<file path="src/logic/execute_pkg.sv">
package execute_pkg;

  //////////////////////////////
  // Widths
  //////////////////////////////

  localparam int xlen = 32;
  localparam int kind_w = 3;
  localparam int func_w = 4;
  localparam int cause_w = 4;

  //////////////////////////////
  // Unit kinds, slot 0
  //////////////////////////////

  localparam logic [kind_w-1:0] kind_alu = 3'd0;
  localparam logic [kind_w-1:0] kind_lui = 3'd1;
  localparam logic [kind_w-1:0] kind_branch = 3'd2;
  localparam logic [kind_w-1:0] kind_jal = 3'd3;
  localparam logic [kind_w-1:0] kind_jalr = 3'd4;
  localparam logic [kind_w-1:0] kind_load = 3'd5;
  localparam logic [kind_w-1:0] kind_store = 3'd6;
  localparam logic [kind_w-1:0] kind_div = 3'd7;

  //////////////////////////////
  // Function codes
  //////////////////////////////

  localparam logic [func_w-1:0] fn_add = 4'd0;
  localparam logic [func_w-1:0] fn_sub = 4'd1;
  localparam logic [func_w-1:0] fn_and = 4'd2;
  localparam logic [func_w-1:0] fn_or = 4'd3;
  localparam logic [func_w-1:0] fn_xor = 4'd4;
  localparam logic [func_w-1:0] fn_sll = 4'd5;
  localparam logic [func_w-1:0] fn_srl = 4'd6;
  localparam logic [func_w-1:0] fn_sra = 4'd7;
  localparam logic [func_w-1:0] fn_slt = 4'd8;
  localparam logic [func_w-1:0] fn_sltu = 4'd9;

  // Branch conditions follow funct3
  localparam logic [func_w-1:0] fn_beq = 4'd0;
  localparam logic [func_w-1:0] fn_bne = 4'd1;
  localparam logic [func_w-1:0] fn_blt = 4'd4;
  localparam logic [func_w-1:0] fn_bge = 4'd5;
  localparam logic [func_w-1:0] fn_bltu = 4'd6;
  localparam logic [func_w-1:0] fn_bgeu = 4'd7;

  // Access width for loads and stores
  localparam logic [func_w-1:0] fn_byte = 4'd0;
  localparam logic [func_w-1:0] fn_half = 4'd1;
  localparam logic [func_w-1:0] fn_word = 4'd2;

  localparam logic [func_w-1:0] fn_div = 4'd0;
  localparam logic [func_w-1:0] fn_divu = 4'd1;
  localparam logic [func_w-1:0] fn_rem = 4'd2;
  localparam logic [func_w-1:0] fn_remu = 4'd3;

  // Exception causes, as in mcause
  localparam logic [cause_w-1:0] cause_fetch_misaligned = 4'd0;
  localparam logic [cause_w-1:0] cause_load_misaligned = 4'd4;
  localparam logic [cause_w-1:0] cause_store_misaligned = 4'd6;

endpackage
</file>
<file path="src/logic/unit_if.sv">
`timescale 1ns/1ns

interface unit_if #(
  parameter int width = execute_pkg::xlen
);
  import execute_pkg::*;

  logic [width-1:0] operand_a;
  logic [width-1:0] operand_b;
  logic [func_w-1:0] func;
  // Only the divider looks at start
  logic start;
  logic [width-1:0] result;

  modport stage (output operand_a, operand_b, func, start, input result);

  modport unit (input operand_a, operand_b, func, start, output result);

endinterface

</file>
<file path="src/logic/execute_top.sv">
`timescale 1ns/1ns

module execute_top #(
  parameter int div_steps = execute_pkg::xlen
) (
  input  logic clock,
  input  logic reset,
  input  logic flush,
  input  logic hold,
  input  logic valid0,
  input  logic [execute_pkg::kind_w-1:0] kind0,
  input  logic [execute_pkg::func_w-1:0] func0,
  input  logic use_imm0,
  input  logic [execute_pkg::xlen-1:0] rs1_data0,
  input  logic [execute_pkg::xlen-1:0] rs2_data0,
  input  logic [execute_pkg::xlen-1:0] imm0,
  input  logic [execute_pkg::xlen-1:0] pc0,
  input  logic valid1,
  input  logic [execute_pkg::func_w-1:0] func1,
  input  logic use_imm1,
  input  logic [execute_pkg::xlen-1:0] rs1_data1,
  input  logic [execute_pkg::xlen-1:0] rs2_data1,
  input  logic [execute_pkg::xlen-1:0] imm1,
  output logic res_valid0,
  output logic [execute_pkg::xlen-1:0] res_data0,
  output logic [execute_pkg::xlen-1:0] mem_address,
  output logic [execute_pkg::xlen-1:0] store_data,
  output logic load,
  output logic store,
  output logic exception,
  output logic [execute_pkg::cause_w-1:0] cause,
  output logic redirect,
  output logic [execute_pkg::xlen-1:0] redirect_pc,
  output logic res_valid1,
  output logic [execute_pkg::xlen-1:0] res_data1,
  output logic stall
);
  import execute_pkg::*;

  logic [kind_w-1:0] bau_kind;
  logic [func_w-1:0] bau_func;
  logic [xlen-1:0] bau_rs1_data;
  logic [xlen-1:0] bau_rs2_data;
  logic [xlen-1:0] bau_imm;
  logic [xlen-1:0] bau_pc;
  logic bau_taken;
  logic [xlen-1:0] bau_target;
  logic [xlen-1:0] bau_address;
  logic [xlen-1:0] bau_link;
  logic bau_misaligned;
  logic [cause_w-1:0] bau_cause;
  logic div_busy;
  logic div_ready;
  logic div_abort;

  unit_if #(.width(xlen)) alu0_bus ();
  unit_if #(.width(xlen)) alu1_bus ();
  unit_if #(.width(xlen)) div_bus ();

  execute_stage stage0 (
    .alu0(alu0_bus),
    .alu1(alu1_bus),
    .div(div_bus),
    .*
  );

  alu alu0 (.u(alu0_bus));

  alu alu1 (.u(alu1_bus));

  branch_address_unit bau0 (
    .kind(bau_kind),
    .func(bau_func),
    .rs1_data(bau_rs1_data),
    .rs2_data(bau_rs2_data),
    .imm(bau_imm),
    .pc(bau_pc),
    .taken(bau_taken),
    .target(bau_target),
    .address(bau_address),
    .link(bau_link),
    .misaligned(bau_misaligned),
    .cause(bau_cause)
  );

  divider #(.div_steps(div_steps)) div0 (
    .clock(clock),
    .reset(reset),
    .u(div_bus),
    .abort(div_abort),
    .busy(div_busy),
    .ready(div_ready)
  );

endmodule

</file>
<file path="src/logic/execute_stage.sv">
`timescale 1ns/1ns

module execute_stage (
  input  logic clock,
  input  logic reset,
  input  logic flush,
  input  logic hold,
  input  logic valid0,
  input  logic [execute_pkg::kind_w-1:0] kind0,
  input  logic [execute_pkg::func_w-1:0] func0,
  input  logic use_imm0,
  input  logic [execute_pkg::xlen-1:0] rs1_data0,
  input  logic [execute_pkg::xlen-1:0] rs2_data0,
  input  logic [execute_pkg::xlen-1:0] imm0,
  input  logic [execute_pkg::xlen-1:0] pc0,
  input  logic valid1,
  input  logic [execute_pkg::func_w-1:0] func1,
  input  logic use_imm1,
  input  logic [execute_pkg::xlen-1:0] rs1_data1,
  input  logic [execute_pkg::xlen-1:0] rs2_data1,
  input  logic [execute_pkg::xlen-1:0] imm1,
  unit_if.stage alu0,
  unit_if.stage alu1,
  unit_if.stage div,
  input  logic div_busy,
  input  logic div_ready,
  output logic div_abort,
  output logic [execute_pkg::kind_w-1:0] bau_kind,
  output logic [execute_pkg::func_w-1:0] bau_func,
  output logic [execute_pkg::xlen-1:0] bau_rs1_data,
  output logic [execute_pkg::xlen-1:0] bau_rs2_data,
  output logic [execute_pkg::xlen-1:0] bau_imm,
  output logic [execute_pkg::xlen-1:0] bau_pc,
  input  logic bau_taken,
  input  logic [execute_pkg::xlen-1:0] bau_target,
  input  logic [execute_pkg::xlen-1:0] bau_address,
  input  logic [execute_pkg::xlen-1:0] bau_link,
  input  logic bau_misaligned,
  input  logic [execute_pkg::cause_w-1:0] bau_cause,
  output logic res_valid0,
  output logic [execute_pkg::xlen-1:0] res_data0,
  output logic [execute_pkg::xlen-1:0] mem_address,
  output logic [execute_pkg::xlen-1:0] store_data,
  output logic load,
  output logic store,
  output logic exception,
  output logic [execute_pkg::cause_w-1:0] cause,
  output logic redirect,
  output logic [execute_pkg::xlen-1:0] redirect_pc,
  output logic res_valid1,
  output logic [execute_pkg::xlen-1:0] res_data1,
  output logic stall
);
  import execute_pkg::*;

  logic clear;
  logic is_div;
  logic issue;
  logic fault;
  logic jump;
  logic writes0;
  logic [xlen-1:0] wb_data0;

  // A redirect kills whatever follows it by one cycle
  assign clear = flush || redirect;
  assign is_div = valid0 && (kind0 == kind_div);
  assign stall = is_div && !div_ready && !clear;
  assign issue = !clear && !stall;
  assign div_abort = clear;

  assign alu0.operand_a = rs1_data0;
  assign alu0.operand_b = use_imm0 ? imm0 : rs2_data0;
  assign alu0.func = func0;
  assign alu0.start = 1'b0;
  assign alu1.operand_a = rs1_data1;
  assign alu1.operand_b = use_imm1 ? imm1 : rs2_data1;
  assign alu1.func = func1;
  assign alu1.start = 1'b0;
  assign div.operand_a = rs1_data0;
  assign div.operand_b = rs2_data0;
  assign div.func = func0;
  assign div.start = is_div && !hold && !clear && !div_busy;

  assign bau_kind = kind0;
  assign bau_func = func0;
  assign bau_rs1_data = rs1_data0;
  assign bau_rs2_data = rs2_data0;
  assign bau_imm = imm0;
  assign bau_pc = pc0;

  // Fault drops the jump, the write and the memory access
  assign fault = valid0 && bau_misaligned;
  assign jump = valid0 && bau_taken && !bau_misaligned;
  assign writes0 = valid0 && !fault && (kind0 != kind_branch) && (kind0 != kind_store);

  always_comb begin
    case (kind0)
      kind_jal, kind_jalr: wb_data0 = bau_link;
      kind_lui: wb_data0 = imm0;
      kind_div: wb_data0 = div.result;
      default: wb_data0 = alu0.result;
    endcase
  end

  //////////////////////////////
  // Output register
  //////////////////////////////

  always_ff @(posedge clock) begin
    if (!reset) begin
      res_valid0 <= 1'b0;
      res_valid1 <= 1'b0;
      load <= 1'b0;
      store <= 1'b0;
      exception <= 1'b0;
      redirect <= 1'b0;
    end else if (!hold) begin
      res_valid0 <= issue && writes0;
      load <= issue && valid0 && !fault && (kind0 == kind_load);
      store <= issue && valid0 && !fault && (kind0 == kind_store);
      exception <= issue && fault;
      redirect <= issue && jump;
      // Nothing in slot 1 retires behind a redirect or fault
      res_valid1 <= issue && valid1 && !jump && !fault;
    end
  end

  always_ff @(posedge clock) begin
    if (!hold) begin
      res_data0 <= wb_data0;
      mem_address <= bau_address;
      store_data <= rs2_data0;
      cause <= bau_cause;
      redirect_pc <= bau_target;
      res_data1 <= alu1.result;
    end
  end

  // A misaligned target must have become an exception instead
  redirect_target_aligned: assert property (@(posedge clock) disable iff (!reset)
    redirect |-> !redirect_pc[1]);

  // Upstream keeps the divide in slot 0 until the divider is done
  div_busy_with_divide: assert property (@(posedge clock) disable iff (!reset)
    (div_busy && !clear) |-> is_div);

endmodule

</file>
<file path="src/logic/divider.sv">
`timescale 1ns/1ns

module divider #(
  parameter int div_steps = execute_pkg::xlen
) (
  input  logic clock,
  input  logic reset,
  unit_if.unit u,
  input  logic abort,
  output logic busy,
  output logic ready
);
  import execute_pkg::*;

  localparam int w = div_steps;
  localparam int count_w = $clog2(div_steps + 1);
  localparam logic [count_w-1:0] last_step = count_w'(div_steps - 1);

  logic running;
  logic [count_w-1:0] count;
  logic load;
  logic signed_op;
  logic sign_a;
  logic sign_b;
  logic [w-1:0] dividend;
  logic [w-1:0] divisor;
  logic [w-1:0] quo_q;
  logic [w-1:0] rem_q;
  logic [w-1:0] divisor_q;
  logic neg_q;
  logic neg_r;
  logic rem_op_q;
  logic signed_q;
  logic [w:0] shifted;
  logic [w:0] trial;
  logic [w-1:0] value;

  assign busy = running || ready;
  assign load = u.start && !busy && !abort;

  assign dividend = u.operand_a[w-1:0];
  assign divisor = u.operand_b[w-1:0];
  assign signed_op = (u.func == fn_div) || (u.func == fn_rem);
  assign sign_a = signed_op && dividend[w-1];
  assign sign_b = signed_op && divisor[w-1];

  always_ff @(posedge clock) begin
    if (!reset) begin
      running <= 1'b0;
      ready <= 1'b0;
      count <= '0;
    end else if (abort) begin
      running <= 1'b0;
      ready <= 1'b0;
    end else begin
      ready <= 1'b0;
      if (load) begin
        running <= 1'b1;
        count <= '0;
      end else if (running) begin
        count <= count + 1'b1;
        if (count == last_step) begin
          running <= 1'b0;
          ready <= 1'b1;
        end
      end
    end
  end

  //////////////////////////////
  // Restoring step on magnitudes
  //////////////////////////////

  assign shifted = {rem_q, quo_q[w-1]};
  assign trial = shifted - {1'b0, divisor_q};

  always_ff @(posedge clock) begin
    if (load) begin
      quo_q <= sign_a ? -dividend : dividend;
      divisor_q <= sign_b ? -divisor : divisor;
      rem_q <= '0;
      // Divide by zero keeps the all ones quotient
      neg_q <= (sign_a ^ sign_b) && (divisor != '0);
      neg_r <= sign_a;
      rem_op_q <= (u.func == fn_rem) || (u.func == fn_remu);
      signed_q <= signed_op;
    end else if (running) begin
      if (trial[w]) begin
        rem_q <= shifted[w-1:0];
        quo_q <= {quo_q[w-2:0], 1'b0};
      end else begin
        rem_q <= trial[w-1:0];
        quo_q <= {quo_q[w-2:0], 1'b1};
      end
    end
  end

  always_comb begin
    if (rem_op_q) begin
      value = neg_r ? -rem_q : rem_q;
    end else begin
      value = neg_q ? -quo_q : quo_q;
    end
    u.result = signed_q ? xlen'($signed(value)) : xlen'(value);
  end

  ready_after_start: assert property (@(posedge clock) disable iff (!reset)
    $rose(ready) |-> $past(u.start && !busy && !abort, div_steps + 1));

endmodule

</file>
<file path="src/logic/branch_address_unit.sv">
`timescale 1ns/1ns

module branch_address_unit (
  input  logic [execute_pkg::kind_w-1:0] kind,
  input  logic [execute_pkg::func_w-1:0] func,
  input  logic [execute_pkg::xlen-1:0] rs1_data,
  input  logic [execute_pkg::xlen-1:0] rs2_data,
  input  logic [execute_pkg::xlen-1:0] imm,
  input  logic [execute_pkg::xlen-1:0] pc,
  output logic taken,
  output logic [execute_pkg::xlen-1:0] target,
  output logic [execute_pkg::xlen-1:0] address,
  output logic [execute_pkg::xlen-1:0] link,
  output logic misaligned,
  output logic [execute_pkg::cause_w-1:0] cause
);
  import execute_pkg::*;

  logic equal;
  logic less;
  logic less_u;
  logic cond;
  logic [xlen-1:0] pc_target;

  assign equal = rs1_data == rs2_data;
  assign less = $signed(rs1_data) < $signed(rs2_data);
  assign less_u = rs1_data < rs2_data;

  always_comb begin
    case (func)
      fn_beq: cond = equal;
      fn_bne: cond = !equal;
      fn_blt: cond = less;
      fn_bge: cond = !less;
      fn_bltu: cond = less_u;
      fn_bgeu: cond = !less_u;
      default: cond = 1'b0;
    endcase
  end

  assign address = rs1_data + imm;
  assign link = pc + xlen'(4);
  assign pc_target = pc + imm;
  // jalr drops bit 0 of the sum
  assign target = (kind == kind_jalr) ? {address[xlen-1:1], 1'b0} : pc_target;
  assign taken = (kind == kind_jal) || (kind == kind_jalr) || ((kind == kind_branch) && cond);

  always_comb begin
    misaligned = 1'b0;
    cause = cause_fetch_misaligned;
    if (taken && target[1]) begin
      misaligned = 1'b1;
    end else if ((kind == kind_load) || (kind == kind_store)) begin
      if (((func == fn_half) && address[0]) || ((func == fn_word) && (address[1:0] != 2'b00))) begin
        misaligned = 1'b1;
        cause = (kind == kind_load) ? cause_load_misaligned : cause_store_misaligned;
      end
    end
  end

endmodule

</file>
<file path="src/logic/alu.sv">
`timescale 1ns/1ns

module alu (
  unit_if.unit u
);
  import execute_pkg::*;

  logic [4:0] shamt;
  logic less;
  logic less_u;

  assign shamt = u.operand_b[4:0];
  assign less = $signed(u.operand_a) < $signed(u.operand_b);
  assign less_u = u.operand_a < u.operand_b;

  always_comb begin
    case (u.func)
      fn_add: u.result = u.operand_a + u.operand_b;
      fn_sub: u.result = u.operand_a - u.operand_b;
      fn_and: u.result = u.operand_a & u.operand_b;
      fn_or: u.result = u.operand_a | u.operand_b;
      fn_xor: u.result = u.operand_a ^ u.operand_b;
      fn_sll: u.result = u.operand_a << shamt;
      fn_srl: u.result = u.operand_a >> shamt;
      fn_sra: u.result = $signed(u.operand_a) >>> shamt;
      // Compares give 0 or 1
      fn_slt: u.result = xlen'(less);
      fn_sltu: u.result = xlen'(less_u);
      default: u.result = '0;
    endcase
  end

endmodule

</file>
<file path="config.mk">
export PLATFORM = sky130hd
export DESIGN_NAME = execute_top
export DESIGN_NICKNAME = d
export VERILOG_FILES = /design/src/logic/execute_pkg.sv /design/src/logic/unit_if.sv /design/src/logic/execute_top.sv /design/src/logic/execute_stage.sv /design/src/logic/divider.sv /design/src/logic/branch_address_unit.sv /design/src/logic/alu.sv
export SDC_FILE = /design/constraint.sdc
export NUM_CORES = 2
export LEC_CHECK = 0
export BUFFER_PORTS_ARGS = -buffer_cell sky130_fd_sc_hd__buf_2
export CAP_MARGIN = 30
export CELL_PAD_IN_SITES_DETAIL_PLACEMENT = 2
export CELL_PAD_IN_SITES_GLOBAL_PLACEMENT = 2
export CORE_MARGIN = 10
export CORE_UTILIZATION = 37
export CTS_BUF_LIST = sky130_fd_sc_hd__clkbuf_8
export CTS_CLUSTER_SIZE = 8
export DETAILED_ROUTE_END_ITERATION = 10
export HOLD_SLACK_MARGIN = 0.03
export MAX_ROUTING_LAYER = met4
export PLACE_DENSITY_LB_ADDON = 0.1
export RECOVER_POWER = 25
export SLEW_MARGIN = 20
export SYNTH_ARGS = -nofsm -noshare
export SYNTH_HDL_FRONTEND = slang
export SYNTH_HIERARCHICAL = 1
export SYNTH_SLANG_ARGS = --single-unit
</file>
<file path="constraint.sdc">
create_clock -name clock -period 5.3 [get_ports clock]
set_input_delay 0.265 -clock clock [delete_from_list [all_inputs] [get_ports clock]]
set_output_delay 0.265 -clock clock [all_outputs]
set_load 0.005 [all_outputs]
</file>
Word-level counts from Yosys, hierarchy flattened
Cells that the tools add are included.
{"block": "op_classes", "addsub": 13, "order_cmp": 6, "eq_ne": 29, "shift": 6, "muxes": 26, "bitwise_logic": 12, "n_reduce_logical": 61}
{"op": "$pmux 32 s10", "count": 2}
{"op": "$mux 32", "count": 11}
{"op": "$lt 32x32->1", "count": 6}
{"op": "$add 32x32->32", "count": 4}
{"op": "$neg 32->32", "count": 4}
{"op": "$pmux 32 s3", "count": 1}
{"op": "$and 32x32->32", "count": 2}
{"op": "$or 32x32->32", "count": 2}
{"op": "$shl 32x5->32", "count": 2}
{"op": "$shr 32x5->32", "count": 2}
{"op": "$sshr 32x5->32", "count": 2}
{"op": "$sub 32x32->32", "count": 2}
{"op": "$xor 32x32->32", "count": 2}
{"op": "$sub 33x32->33", "count": 1}
{"op": "$add 32x3->32 const B", "count": 1}
{"op": "$eq 32x32->1", "count": 1}
{"op": "$eq 4x3->1 const B", "count": 8}
{"op": "$logic_and 1x1->1", "count": 32}
{"op": "$reduce_bool 32->1", "count": 1}
{"op": "$eq 4x2->1 const B", "count": 4}
{"op": "$eq 4x4->1 const B", "count": 4}
{"op": "$eq 3x3->1 const B", "count": 4}
{"op": "$mux 6", "count": 2}
{"op": "$logic_not 1->1", "count": 11}
{"op": "other kinds (19)", "count": 42}
{"block": "word_totals", "reg_bits": 277, "in_bits": 243, "wordCells": 175}

Depth between registers and ports, before layout
{"block": "depth", "word_depth": 13, "mapped_depth": 20}

Hierarchy
The synthesis kept the hierarchy.
{"mod": "alu", "n_inst": 2, "cells_each": 1247, "area_each_um2": 8513.2}
{"mod": "execute_stage", "n_inst": 1, "cells_each": 702, "area_each_um2": 9238.9}
{"mod": "divider", "n_inst": 1, "cells_each": 1037, "area_each_um2": 8645.8}
{"mod": "branch_address_unit", "n_inst": 1, "cells_each": 729, "area_each_um2": 5091.1}

Worst setup path after synthesis
OpenSTA, ideal clock, no wires.
{"block": "synth_timing", "kind": "input to register", "from": "input port use_imm0", "to": "register stage0/res_data0[31] (netlist name), data pin", "setup_ps": 261, "arrival_time_ps": 4411, "setup_slack_ps": 628, "path_stages": 19, "path_buffers": 6, "path_cell_list": "clkbuf_1 > buf_2 > mux2_2 > clkbuf_1 > inv_1 > clkbuf_1 > buf_1 > ha_1 > buf_2 > nor2_1 > a221o_1 > o21a_1 > o211ai_2 > a31oi_1 > o211a_4 > o41ai_4 > mux2i_1 > or3_1 > a221o_1"}
{"block": "synth_via", "elab_chain_len": 4, "word_cells_on_any_way": 11, "cone_classes": "add/sub: 2; shift: 3; mux: 3; bitwise: 3"}
{"item": "start: declaration", "line": "execute_top.sv:13", "source": "input logic use_imm0,"}
{"item": "$mux 32 *", "line": "execute_stage.sv:72", "source": "assign alu0.operand_b = use_imm0 ? imm0 : rs2_data0;"}
{"item": "named net alu0_bus.operand_b[3]", "line": "unit_if.sv:9", "source": "logic [width-1:0] operand_b;"}
{"item": "$sub 32x32->32 (tied with other cells)", "line": "alu.sv:19", "source": "fn_sub: u.result = u.operand_a - u.operand_b;"}
{"item": "$pmux 32 s10 *", "line": "alu.sv:17", "source": "case (u.func)"}
{"item": "named net alu0_bus.result[31]", "line": "unit_if.sv:13", "source": "logic [width-1:0] result;"}
{"item": "$pmux 32 s3 *", "line": "execute_stage.sv:97", "source": "case (kind0)"}
{"item": "named net stage0.wb_data0[31]", "line": "execute_stage.sv:62", "source": "logic [xlen-1:0] wb_data0;"}
{"item": "end signal: assignment", "line": "execute_stage.sv:130", "source": "res_data0 <= wb_data0;"}
{"item": "end: declaration", "line": "execute_stage.sv:41", "source": "output logic [execute_pkg::xlen-1:0] res_data0,"}
The timed path passes the listed nets; every way through them passes the cells marked *.
A chain may end at the register's enable or synchronous reset.

Final worst setup path
{"block": "layout_timing", "from": "input port rs2_data0[31] (netlist name)", "to": "register stage0.store"}
{"block": "layout_via", "elab_chain_len": 11, "word_cells_on_any_way": 15, "cone_classes": "order compare: 2; eq/ne: 1; mux: 2; reduce/logical: 10"}
{"item": "start: declaration", "line": "execute_top.sv:15", "source": "input logic [execute_pkg::xlen-1:0] rs2_data0,"}
{"item": "$lt 32x32->1 (tied with other cells)", "line": "branch_address_unit.sv:27", "source": "assign less_u = rs1_data < rs2_data;"}
{"item": "$logic_not 1->1 (on tied branches)", "line": "branch_address_unit.sv:36, branch_address_unit.sv:32, branch_address_unit.sv:34"}
{"item": "$pmux 1 s6 *", "line": "branch_address_unit.sv:30", "source": "case (func)"}
{"item": "$logic_and 1x1->1 *", "line": "branch_address_unit.sv:46", "source": "assign taken = (kind == kind_jal) || (kind == kind_jalr) || ((kind == kind_branch) && cond);"}
{"item": "$logic_or 1x1->1 *", "line": "branch_address_unit.sv:46"}
{"item": "named net bau_taken", "line": "execute_top.sv:46", "source": "logic bau_taken;"}
{"item": "$logic_and 1x1->1 *", "line": "branch_address_unit.sv:51", "source": "if (taken && target[1]) begin"}
{"item": "$mux 1 *", "line": "branch_address_unit.sv:51"}
{"item": "named net bau_misaligned", "line": "execute_top.sv:50", "source": "logic bau_misaligned;"}
{"item": "$logic_and 1x1->1 *", "line": "execute_stage.sv:92", "source": "assign fault = valid0 && bau_misaligned;"}
{"item": "$logic_not 1->1 *", "line": "execute_stage.sv:120", "source": "store <= issue && valid0 && !fault && (kind0 == kind_store);"}
{"item": "$logic_and 1x1->1 * (2 in series)", "line": "execute_stage.sv:120"}
{"item": "end signal: assignment", "line": "execute_stage.sv:120"}
{"item": "end: declaration", "line": "execute_stage.sv:45", "source": "output logic store,"}
Marks and branches as above.

==> impl_summary.md <==
Status
The flow ran to the end, and the final reports show no timing, DRC or antenna violations.

Global route
The largest net degree at the start of global routing is slightly below 100. The initial antenna violation count was 37. The total routing usage reported by global routing is 0.363. The number of global-route vias before repair is approximately 43000.

The first-pass GRT wire length is approximately 320000 um. The overall overflow remaining after global route is 0.

Die
The initial standard-cell utilization of the core is 0.373. The die covers 122000 um2. The die boundary width is between 300 and 400 um. The floorplan has 120 rows.

For this design the top-level I/O count stands at slightly above 400. The area of the placeable core is 107000 um2. The die outline height is around 350 um.

Critical path
The critical path capture point type is a register. The signal on the critical path passes through dlygate4sd3_1 -> clkbuf_1 -> inv_1 -> ha_1 -> nand4_1 -> nor4_1 -> nand3_1 -> nor3b_1 -> o21ai_0 -> o41ai_1 -> a31oi_1 -> o31ai_2 -> a21o_1 -> or4b_1 -> a21boi_1 -> dlygate4sd3_1. The maximum cell stage delay along the critical path is approximately 0.65 ns. The endpoint of the worst-slack reg-to-reg timing path is div0/rem_q[16]. The logic depth of the worst setup path including buffers is 16. The setup path with the least slack is of type primary input to register. The startpoint identified for the worst register-to-register timing path is div0/quo_q[31]. Of all nets on the critical path, the largest fanout is 8. The type of element launching the critical path is a primary input.

The number of buffers and inverters on the critical path is 4. The number of cells on the worst reg-to-reg path is 13. The reg-to-reg setup timing slack is 1.03 ns.

The gate family responsible for the most delay along the worst path is simple AND/OR/NAND/NOR gates. The data arrival time at the worst-slack endpoint is between 5 and 6 ns. Counting stages on the worst path, the most repeated cell is sky130_fd_sc_hd__dlygate4sd3_1. The critical path's slowest cell is sky130_fd_sc_hd__nor4_1. At the worst endpoint, the required time is 6.03 ns.

Cells and area
The top cell types in the final layout, fill and taps aside, are sky130_fd_sc_hd__nor2_1 (474), sky130_fd_sc_hd__a21oi_1 (380), sky130_fd_sc_hd__nand2_1 (344). Of the cells placed in the final design, the portion with a size suffix greater than 1 is 0.152. Relative to the synthesized area, the layout overhead comes to 7.68%. The final-stage net count is about 5600. For this run, the share of the core covered by cells in the final layout is 0.402. The most common cell after layout, fill and taps aside is sky130_fd_sc_hd__nor2_1.

Logic synthesis
Synthesis produced roughly 5000 cells. Dividing the synthesized area by the synthesized cell count gives around 8.1 um2. The number of warning messages in the yosys log is 6. The post-synthesis instance area is approximately 40000 um2.

STA
Setup repair after global routing left no endpoint under its margin. The total of endpoints with negative setup slack in the final report is 0. For the final database, setup skew stands at roughly 0.04 ns. Across all hold checks on the routed design, the worst slack comes to approximately 0.088 ns.

The number of max-slew violations in the final report came to 0. The final-report hold violation count is 0. Measured against its own limit, the worst slew margin works out to 0.203.

For the pin with the worst max-slew slack, the measured transition is around 1.2 ns. The final worst-path cycle share is 0.904. The total negative setup slack is 0 ns. The highest attainable clock frequency is 0.209 GHz.

Subtracting the final worst setup slack from the clock period gives 4.79 ns.

Clock tree
Buffers inserted to repair hold after CTS numbered 42. Clock-pin slew was measured on the worst setup and hold paths at 0.06 ns. At the later pin of the worst-skew pair, clock insertion delay measures 0.79 ns.

The buffers inserted during post-CTS setup optimization is 0. TritonCTS built the clock tree. The clock tree synthesis step divided the H-tree into 2 levels. The number of gates given a new drive strength after cts is 0. The longest clock path from root to sink contains 3 buffers. TritonCTS created 61 clock buffers. In this run the clock root is driven by a sky130_fd_sc_hd__clkbuf_8. The number of sinks driven by the clock tree is around 280.

Drt
After detailed routing, the total wire length is roughly 220000 um. In this run the remaining antenna-violating nets after routing total 0. After detailed routing, the average wire length per cell comes to approximately 34 um. The post-detailed-route DRC marker count is 0. The routed via count divided by cell count is about 6.4. The pre-antenna-repair detailed-routing pass consisted of 6 iterations. The number of design-rule violations left by the first detailed-router iteration is 4355. The routed layout has ~42000 vias.

Hold path
The tightest min-delay check is of the primary input to register type. The startpoint identified for the worst hold timing path is imm0[18]. The count of cells along the worst hold path is 3. The worst hold path terminates at stage0/res_data0[18].

Placed design
The congestion estimate from routability-driven global placement came to between 1 and 1.5. In this run the tool buffered the top-level ports with around 410 buffer cells. The HPWL after detailed placement is around 180000 um.

Power
The worst vdd rail ir drop is between 150 and 200 uV. The ratio of total power to cell area is ~250 nW/um2. The power consumption is 0.0109 W. For this design the static power due to leakage is 17.7 nW.

Run
Across the run, the number of max-cap violations was 0.
==> worst max-delay path by stage <==
| stage | start | to |
|---|---|---|
| 2_1_floorplan | use_imm0 | stage0/res_data0[31] |
| 3_3_place_gp | use_imm0 | stage0/res_data0[31] |
| 3_5_place_dp | use_imm0 | stage0/res_data0[31] |
| 4_1_cts | rs2_data0[31] | stage0/store |
| 5_1_grt | rs2_data0[7] | stage0/res_data0[22] |
| 6_report | rs2_data0[31] | stage0/store |
==> flip-flops by register name, summed over array words and instances (netlist names) <==
register / flops
stage0/store_data: 32
div0/count: 6
stage0/cause: 4
div0/quo_q: 32
div0/running: 1
stage0/store: 1
div0/ready: 1
stage0/res_valid0: 1
div0/neg_r: 1
stage0/res_valid1: 1
stage0/mem_address: 32
div0/rem_q: 32
stage0/res_data0: 32
stage0/exception: 1
stage0/res_data1: 32
stage0/redirect: 1
div0/divisor_q: 32
stage0/redirect_pc: 32
stage0/load: 1
div0/neg_q: 1
div0/rem_op_q: 1
==> worst reg2reg max path, delay by kind of cell (launching register included) <==
| family | cells | cell delay [ns] |
|---|---|---|
| compound gates | 7 | 2.14 |
| fa+ha+maj | 2 | 0.67 |
| flops | 1 | 0.45 |
| buf+inv | 2 | 0.37 |
| mux | 1 | 0.28 |
| simple gates | 1 | 0.20 |
==> metal layers <==
layer | vias up | part of all wire | track usage
li1 | 18174 | - | -
met1 | 21419 | 0.41 | 0.456
met2 | 1880 | 0.45 | 0.559
met3 | 421 | 0.086 | 0.0659
met4 | 0 | 0.054 | 0.172
met5 | - | 0 | -
==> area by class of cell <==
| class | count | area (um2) |
|---|---|---|
| Timing Repair Buffer | 569 | 3320 |
| Tap cell | 1403 | 1760 |
| Antenna cell | 32 | 80.1 |
| Fill cell | 12393 | 64100 |
| Clock inverter | 39 | 256 |
| Inverter | 319 | 1210 |
| Sequential cell | 277 | 7860 |
| Multi-Input combinational cell | 3803 | 27600 |
| Clock buffer | 72 | 991 |
==> through the flow <==
stage               setup slack, ns  instance area, um2  std cells
finish                        0.508               43100       6514
global route                  0.386               43000       6504
CTS                           0.948               43100       6481
detailed placement            0.567               41400       6328
global placement              0.617               41400       6325
floorplan                     0.628               40000       4960
==> report_power, final <==
group	switching [W]	internal, W
clock	0.00128	0.00138
sequential	0.000277	0.00266
combinational	0.00343	0.00187
total	0.00498	0.00591
(Power assumes the default switching activity.)
